$ cat src/rtl/adder_tree_pkg.sv
// lanes are lane_width bits wide, so a LANE_W above lane_width does not fit the pair word

package adder_tree_pkg;

    // ***********************************************************************
    // tree shape
    // ***********************************************************************

    // operands per strobe, the last one is the odd element
    localparam int num_elements = 25;

    // default element width, also the width of each lane in a pair word
    localparam int lane_width = 16;

    // pair-adding levels before the lane fold
    localparam int num_stages = 4;

    // input words per level
    // level 2 gets three results from level 1 plus the odd-element word
    localparam int stage_words [num_stages] = '{12, 6, 4, 2};

    // ***********************************************************************
    // timing
    // ***********************************************************************

    // cycles through one adder level, and through the fold
    localparam int stage_latency = 2;

    // odd element waits two level latencies after capture
    localparam int odd_delay = 4;

    // ***********************************************************************
    // pair word
    // ***********************************************************************

    // raw view for slicing the operand vector, lane view for the adders
    typedef union packed {
        logic [2*lane_width-1:0] raw;
        struct packed {
            logic [lane_width-1:0] hi;
            logic [lane_width-1:0] lo;
        } lane;
    } lane_pair_t;

endpackage

$ cat src/rtl/operand_capture.sv
// operands are sampled only on data_v, and element 24 rides a free-running delay line

`timescale 1ns/100ps

module operand_capture #(
    parameter int LANE_W = adder_tree_pkg::lane_width
) (
    input  logic                                           clk,
    input  logic                                           rst,
    input  logic                                           data_v,
    input  logic [adder_tree_pkg::num_elements*LANE_W-1:0] in_add,
    output adder_tree_pkg::lane_pair_t                     pair_words [adder_tree_pkg::num_elements/2],
    output logic                                           pair_v,
    output adder_tree_pkg::lane_pair_t                     odd_word
);

    // elements j and j+pairs share one pair word
    localparam int pairs   = adder_tree_pkg::num_elements / 2;
    localparam int odd_idx = adder_tree_pkg::num_elements - 1;
    localparam int dly_n   = adder_tree_pkg::odd_delay;

    // captured odd element and its delay line
    logic [LANE_W-1:0] odd_q;
    logic [LANE_W-1:0] odd_dly [dly_n];

    // element lo goes to the low lane, element hi to the high lane
    // unused top bits of each lane stay zero when LANE_W is narrow
    function automatic adder_tree_pkg::lane_pair_t pack_pair(
        input logic [LANE_W-1:0] lo,
        input logic [LANE_W-1:0] hi
    );
        adder_tree_pkg::lane_pair_t w;
        w.raw = '0;
        w.raw[LANE_W-1:0] = lo;
        w.raw[adder_tree_pkg::lane_width +: LANE_W] = hi;
        return w;
    endfunction

    // ***********************************************************************
    // capture on the strobe
    // ***********************************************************************

    always_ff @(posedge clk) begin
        if (!rst) begin
            for (int j = 0; j < pairs; j++) begin
                pair_words[j] <= '0;
            end
            odd_q  <= '0;
            pair_v <= 1'b0;
        end else begin
            // one cycle valid, data held until the next strobe
            pair_v <= data_v;
            if (data_v) begin
                for (int j = 0; j < pairs; j++) begin
                    pair_words[j] <= pack_pair(in_add[j*LANE_W +: LANE_W],
                                               in_add[(j+pairs)*LANE_W +: LANE_W]);
                end
                odd_q <= in_add[odd_idx*LANE_W +: LANE_W];
            end
        end
    end

    // ***********************************************************************
    // odd element delay
    // ***********************************************************************

    // shifts every cycle, so back-to-back strobes keep their own odd values
    always_ff @(posedge clk) begin
        if (!rst) begin
            for (int i = 0; i < dly_n; i++) begin
                odd_dly[i] <= '0;
            end
        end else begin
            odd_dly[0] <= odd_q;
            for (int i = 1; i < dly_n; i++) begin
                odd_dly[i] <= odd_dly[i-1];
            end
        end
    end

    // high lane of the odd word is always zero
    assign odd_word = pack_pair(odd_dly[dly_n-1], '0);

    // valid must be clean once out of reset, the whole tree keys off it
    a_pair_v_known: assert property (@(posedge clk) disable iff (!rst) !$isunknown(pair_v));

endmodule

$ cat src/rtl/lane_add_stage.sv
// fixed two-cycle level with no stall, each lane wraps on its own carry

`timescale 1ns/100ps

module lane_add_stage #(
    parameter int LANE_W   = adder_tree_pkg::lane_width,
    parameter int IN_WORDS = 2
) (
    input  logic                       clk,
    input  logic                       rst,
    input  adder_tree_pkg::lane_pair_t in_words [IN_WORDS],
    input  logic                       in_v,
    output adder_tree_pkg::lane_pair_t out_words [IN_WORDS/2],
    output logic                       out_v
);

    localparam int out_n = IN_WORDS / 2;

    // busy[0] is the incoming valid and enables the adder register
    // busy[1] loads the result, busy[2] marks the result cycle
    logic [1:0] busy_q;
    logic [2:0] busy;

    // first pipeline register, the raw lane sums
    adder_tree_pkg::lane_pair_t sum_q [out_n];

    // two independent lane adds in one word
    // carry out of each lane is dropped, nothing crosses into the high lane
    function automatic adder_tree_pkg::lane_pair_t lane_add(
        input adder_tree_pkg::lane_pair_t a,
        input adder_tree_pkg::lane_pair_t b
    );
        adder_tree_pkg::lane_pair_t r;
        r = '0;
        r.lane.lo[LANE_W-1:0] = a.lane.lo[LANE_W-1:0] + b.lane.lo[LANE_W-1:0];
        r.lane.hi[LANE_W-1:0] = a.lane.hi[LANE_W-1:0] + b.lane.hi[LANE_W-1:0];
        return r;
    endfunction

    // ***********************************************************************
    // busy shift
    // ***********************************************************************

    assign busy = {busy_q, in_v};

    always_ff @(posedge clk) begin
        if (!rst) begin
            busy_q <= '0;
        end else begin
            busy_q <= busy[1:0];
        end
    end

    assign out_v = busy[2];

    // ***********************************************************************
    // adder and result registers
    // ***********************************************************************

    // word j pairs with word j+out_n
    always_ff @(posedge clk) begin
        if (!rst) begin
            for (int j = 0; j < out_n; j++) begin
                sum_q[j] <= '0;
            end
        end else if (busy[0]) begin
            for (int j = 0; j < out_n; j++) begin
                sum_q[j] <= lane_add(in_words[j], in_words[j+out_n]);
            end
        end
    end

    // result stays put until the next set arrives
    always_ff @(posedge clk) begin
        if (!rst) begin
            for (int j = 0; j < out_n; j++) begin
                out_words[j] <= '0;
            end
        end else if (busy[1]) begin
            for (int j = 0; j < out_n; j++) begin
                out_words[j] <= sum_q[j];
            end
        end
    end

    // pairing needs an even word count
    a_even_words: assert property (@(posedge clk) (IN_WORDS % 2) == 0);

    // valid comes out exactly two cycles after it goes in, never early or late
    a_lat_fwd: assert property (@(posedge clk) disable iff (!rst) in_v |-> ##2 out_v);
    a_lat_back: assert property (@(posedge clk) disable iff (!rst) out_v |-> $past(in_v, 2));

endmodule

$ cat src/rtl/lane_fold.sv
// output is held until the next word, the sum wraps modulo 2^LANE_W

`timescale 1ns/100ps

module lane_fold #(
    parameter int LANE_W = adder_tree_pkg::lane_width
) (
    input  logic                       clk,
    input  logic                       rst,
    input  adder_tree_pkg::lane_pair_t word,
    input  logic                       word_v,
    output logic [LANE_W-1:0]          sum,
    output logic                       sum_v
);

    // high plus low lane, first register
    logic [LANE_W-1:0] fold_q;
    // valid pipe, bit 1 is the output strobe
    logic [1:0]        v_q;

    always_ff @(posedge clk) begin
        if (!rst) begin
            v_q <= '0;
        end else begin
            v_q <= {v_q[0], word_v};
        end
    end

    // the two lane sums become one element sum
    always_ff @(posedge clk) begin
        if (!rst) begin
            fold_q <= '0;
        end else if (word_v) begin
            fold_q <= word.lane.hi[LANE_W-1:0] + word.lane.lo[LANE_W-1:0];
        end
    end

    // registered result for the top-level output
    always_ff @(posedge clk) begin
        if (!rst) begin
            sum <= '0;
        end else if (v_q[0]) begin
            sum <= fold_q;
        end
    end

    assign sum_v = v_q[1];

    // an isolated word gives an isolated one-cycle sum pulse two cycles later
    a_pulse_shape: assert property (@(posedge clk) disable iff (!rst)
        (word_v ##1 !word_v) |-> ##1 (sum_v ##1 !sum_v));

    // no sum pulse without a word two cycles before
    a_no_spurious: assert property (@(posedge clk) disable iff (!rst)
        sum_v |-> $past(word_v, 2));

endmodule

$ cat src/rtl/adder_tree_25.sv
// takes a new set every cycle with no back-pressure, add_res_v comes 11 cycles after data_v

`timescale 1ns/100ps

module adder_tree_25 #(
    parameter int LANE_W = adder_tree_pkg::lane_width
) (
    input  logic                                           clk,
    input  logic                                           rst,
    input  logic                                           data_v,
    input  logic [adder_tree_pkg::num_elements*LANE_W-1:0] in_add,
    output logic [LANE_W-1:0]                              add_res,
    output logic                                           add_res_v
);

    // odd element joins where its delay matches the tree depth
    localparam int odd_stage  = adder_tree_pkg::odd_delay / adder_tree_pkg::stage_latency;
    localparam int last_stage = adder_tree_pkg::num_stages - 1;

    adder_tree_pkg::lane_pair_t pair_words [adder_tree_pkg::num_elements/2];
    adder_tree_pkg::lane_pair_t odd_word;
    logic                       pair_v;

    // ***********************************************************************
    // feeder
    // ***********************************************************************

    operand_capture #(
        .LANE_W (LANE_W)
    ) u_capture (
        .clk        (clk),
        .rst        (rst),
        .data_v     (data_v),
        .in_add     (in_add),
        .pair_words (pair_words),
        .pair_v     (pair_v),
        .odd_word   (odd_word)
    );

    // ***********************************************************************
    // adder levels
    // ***********************************************************************

    for (genvar k = 0; k < adder_tree_pkg::num_stages; k++) begin : tree_level
        localparam int in_n = adder_tree_pkg::stage_words[k];

        adder_tree_pkg::lane_pair_t in_w  [in_n];
        adder_tree_pkg::lane_pair_t out_w [in_n/2];
        logic                       in_v;
        logic                       out_v;

        if (k == 0) begin : g_src
            for (genvar j = 0; j < in_n; j++) begin : g_w
                assign in_w[j] = pair_words[j];
            end
            assign in_v = pair_v;
        end else begin : g_src
            localparam int prev_n = adder_tree_pkg::stage_words[k-1] / 2;
            for (genvar j = 0; j < prev_n; j++) begin : g_w
                assign in_w[j] = tree_level[k-1].out_w[j];
            end
            // odd word fills the extra slot after the previous results
            if (k == odd_stage) begin : g_odd
                assign in_w[prev_n] = odd_word;
            end
            assign in_v = tree_level[k-1].out_v;
        end

        lane_add_stage #(
            .LANE_W   (LANE_W),
            .IN_WORDS (in_n)
        ) u_stage (
            .clk       (clk),
            .rst       (rst),
            .in_words  (in_w),
            .in_v      (in_v),
            .out_words (out_w),
            .out_v     (out_v)
        );
    end

    // ***********************************************************************
    // lane merge
    // ***********************************************************************

    lane_fold #(
        .LANE_W (LANE_W)
    ) u_fold (
        .clk    (clk),
        .rst    (rst),
        .word   (tree_level[last_stage].out_w[0]),
        .word_v (tree_level[last_stage].out_v),
        .sum    (add_res),
        .sum_v  (add_res_v)
    );

endmodule

$ cat config.mk
export PLATFORM = sky130hd
export DESIGN_NAME = adder_tree_25
export DESIGN_NICKNAME = d
export VERILOG_FILES = /design/src/rtl/adder_tree_pkg.sv /design/src/rtl/operand_capture.sv /design/src/rtl/lane_add_stage.sv /design/src/rtl/lane_fold.sv /design/src/rtl/adder_tree_25.sv
export SDC_FILE = /design/constraint.sdc
export NUM_CORES = 2
export LEC_CHECK = 0
export BUFFER_PORTS_ARGS = -buffer_cell sky130_fd_sc_hd__buf_4
export CAP_MARGIN = 15
export CORE_ASPECT_RATIO = 1.75
export CORE_MARGIN = 2
export CORE_UTILIZATION = 40
export DETAILED_ROUTE_END_ITERATION = 16
export PLACE_DENSITY = 0.55
export SLEW_MARGIN = 20
export SYNTH_ARGS = -nofsm -noshare
export SYNTH_HDL_FRONTEND = slang
export SYNTH_SLANG_ARGS = --single-unit
$ cat constraint.sdc
create_clock -name clk -period 9.55 [get_ports clk]
set_clock_uncertainty 0.2 [all_clocks]
set_input_delay 0.955 -clock clk [delete_from_list [all_inputs] [get_ports clk]]
set_output_delay 0.955 -clock clk [all_outputs]
set_load 0.01 [all_outputs]
==> metrics <==
pre-CTS setup slack=roughly 5400 ps; sequential share of the synthesized area=~47%; Final ANT Viol Nets=0; CTS Hold Buffers Added=0; worst-path maximum fanout=slightly below 90; f_max=roughly 280 MHz; Clock Path Buffers=3; sw power=around 0.0028 W; CTS H-tree lvls=3; Yosys cell types=82; Post-synth EDFFs=around 380; worst path required time=roughly 10000 ps; ys flop type=dfxtp_1; status=finished clean; Pwr Total=0.0120 W; most common cell after layout, fill and taps aside=dfxtp_1; die area=approximately 160000 sq um; DR vias/cell=a little over 5; Leak=29.2 nW; IO buf count=around 420; post-detailed-routing wire length=between 150 and 200 mm; final setup TNS=0 ps; worst-margin pin slew=about 1000 ps; Core Util, Final=between 40 and 50%; CTS tree=done; Flop pwr share=49.5%; Max stage delay on crit path=approximately 950 ps; RSZ-0062 raised after global routing=false; Die H=between 500 and 600 um; pwr/cell area=roughly 170 nW/um^2; Synth warnings=0; CTS Buf Count=121; multi-input logic area=approximately 32000 sq um; Chip Width=302 um; HP Class=flop to flop; Pint=0.00917 W; share of layout cells above drive strength 1=a little under an eighth; CTS clk-pin slew, worst paths=roughly 70 ps; global-route wire length before repair=about 240 mm; buffers and inverters on the worst path=2; max-slew violation count=0; Post-CTS Setup Inserts=0; I/O Pins=420; syn nets=between 6000 and 7000; Worst VDD drop=between 100 and 150 uV; Async S/R FF share, synth=0%; WL/cell=18.8 um; Layout area overhead=14.8%; # setup viols final=0; total of fill cells in the finished design=about 15000; GPL Wtd Cong=around 0.85; DRT Pass-1 Iters=5; Setup CP Type=flop to flop; initial core utilization=40.2%; syn avg cell area=10.8 sq um; Sinks on Clock Net=approximately 1300; Worst slew margin=a little under a third; Comb power frac=8.6%; pin count of the biggest net entering global routing=roughly 150; vias in the first global route=41900; CP max-delay cell=dfxtp_2; gr ovfl total=0; gr usage total=19.2%; #FFs+latches synth=about 1300; storage element area=29400 sq um; hpwl dp=about 110 mm; Max-Cap Viols=0; Cell Chain, Critical Path=nand2_8 -> inv_2 -> buf_4 -> nand2_1 -> a211oi_1 -> a21o_1; most frequent cells in the layout=887 x dfxtp_1, 858 x mux2i_1, 830 x nor2b_1; vias post-DR=a little over 40000; Top delay family on crit path=buffers and inverters; DRC viols=0; # rows=~190; Std-Cell Core Area=154000 sq um; hold violation total from the final report=0; 1st-iter DRT viols=between 1500 and 2000; final worst slack=roughly 6000 ps; final period utilization=between 30% and 40%; Resized cells post-CTS=0; min Tclk post-route=around 3600 ps; clock power share=between 40% and 50%; Switching Share=a little under a quarter; Worst setup EP type=flop; arrival time at the worst endpoint=roughly 4000 ps; startpoint type of the worst setup path=flop; latest clock arrival within the worst-skew pair=760 ps; initial antenna violation count=7; Mapped Cells=between 5000 and 6000; root buf cell=clkbuf_16; Syn Std Cell Area=about 62000 sq um; fin nets=6846
layout make-up:
cell class / count / area share (%)
Antenna cell: 4 / 0.0140
Clock buffer: 184 / 5.03
Clock inverter: 47 / 0.804
Inverter: 57 / 0.300
Multi-Input combinational cell: 4150 / 44.2
Sequential cell: 1275 / 41.2
Tap cell: 2026 / 3.56
Timing Repair Buffer: 454 / 4.83
registers in the layout, indices dropped and copies added, names as in the netlist:
name and count:
tree_level.u_stage.busy_q 8, u_capture.pair_v 1, u_capture.odd_dly 64, tree_level.u_stage.sum_q 384, u_fold.sum 16, u_fold.fold_q 16, u_capture.odd_q 16, tree_level.u_stage.out_words 384
u_capture.pair_words 384, u_fold.v_q 2
worst paths after layout:
path                                              start                                 end  slack [ps]  cells past startpoint
worst max register to register         u_capture.pair_v  tree_level[0].u_stage.sum_q[4][15]        5970                      6
worst min register to register  u_capture.odd_dly[0][3]             u_capture.odd_dly[1][3]         230                      1
worst max-delay path                   u_capture.pair_v  tree_level[0].u_stage.sum_q[4][15]        5970                      6
worst min-delay path            u_capture.odd_dly[0][3]             u_capture.odd_dly[1][3]         230                      1
cell usage after synthesis, types with 63 or more instances:
library cell / instances / area (sq um)
and3_1: 95 / 594
dfxtp_1: 891 / 17800
edfxtp_1: 384 / 11500
xnor2_1: 128 / 1120
mux2i_1: 858 / 8590
a211oi_1: 65 / 488
nand3_1: 63 / 315
o21ai_0: 164 / 821
clkbuf_1: 205 / 769
a21oi_1: 192 / 961
a21o_1: 153 / 1150
nand2_1: 195 / 732
ha_1: 360 / 4500
xor2_1: 104 / 911
and2_1: 77 / 482
nor2b_1: 830 / 5190
nor2_1: 310 / 1160
kinds of logic after synthesis:
kind of cell               Yosys count  share of synthesized area (%)
DFF                               1275                           47.3
adders and majority gates          384                           8.03
and+or+nand+nor                   1791                           15.9
AOI/OAI and AO/OA                  885                           9.68
buffers and inverters              317                           1.99
muxes                              858                           13.8
xor gates and xnor gates           232                           3.27
metrics by stage:
step	hold slack, ps	instance area, sq um	instances
after floorplan	212	62100	5742
after global routing	207	71200	8197
after CTS	169	71200	8193
final	228	71200	8197
after detailed placement	222	67100	7962
after global placement	223	67100	7962
power groups by stage:
stage	sequential, W	clock, W	combinational, W
finish	0.00595	0.00503	0.00104
floorplan	0.00600	0	0.000709
detailed placement	0.00607	0	0.00105
CTS	0.00595	0.00519	0.00105
global route	0.00597	0.00538	0.00115
global placement	0.00607	0	0.00104
per-layer routing:
metal,vias to the layer above,wire length (um),part of all wire [%],track usage [%]
met3,197,4570,3.0,2.19
met4,0,5270,3.4,7.42
met2,638,79800,52,35.3
li1,21100,-,-,-
met1,19500,64400,42,22.6
met5,-,0,0,0
Power figures use the tool's default switching activity.
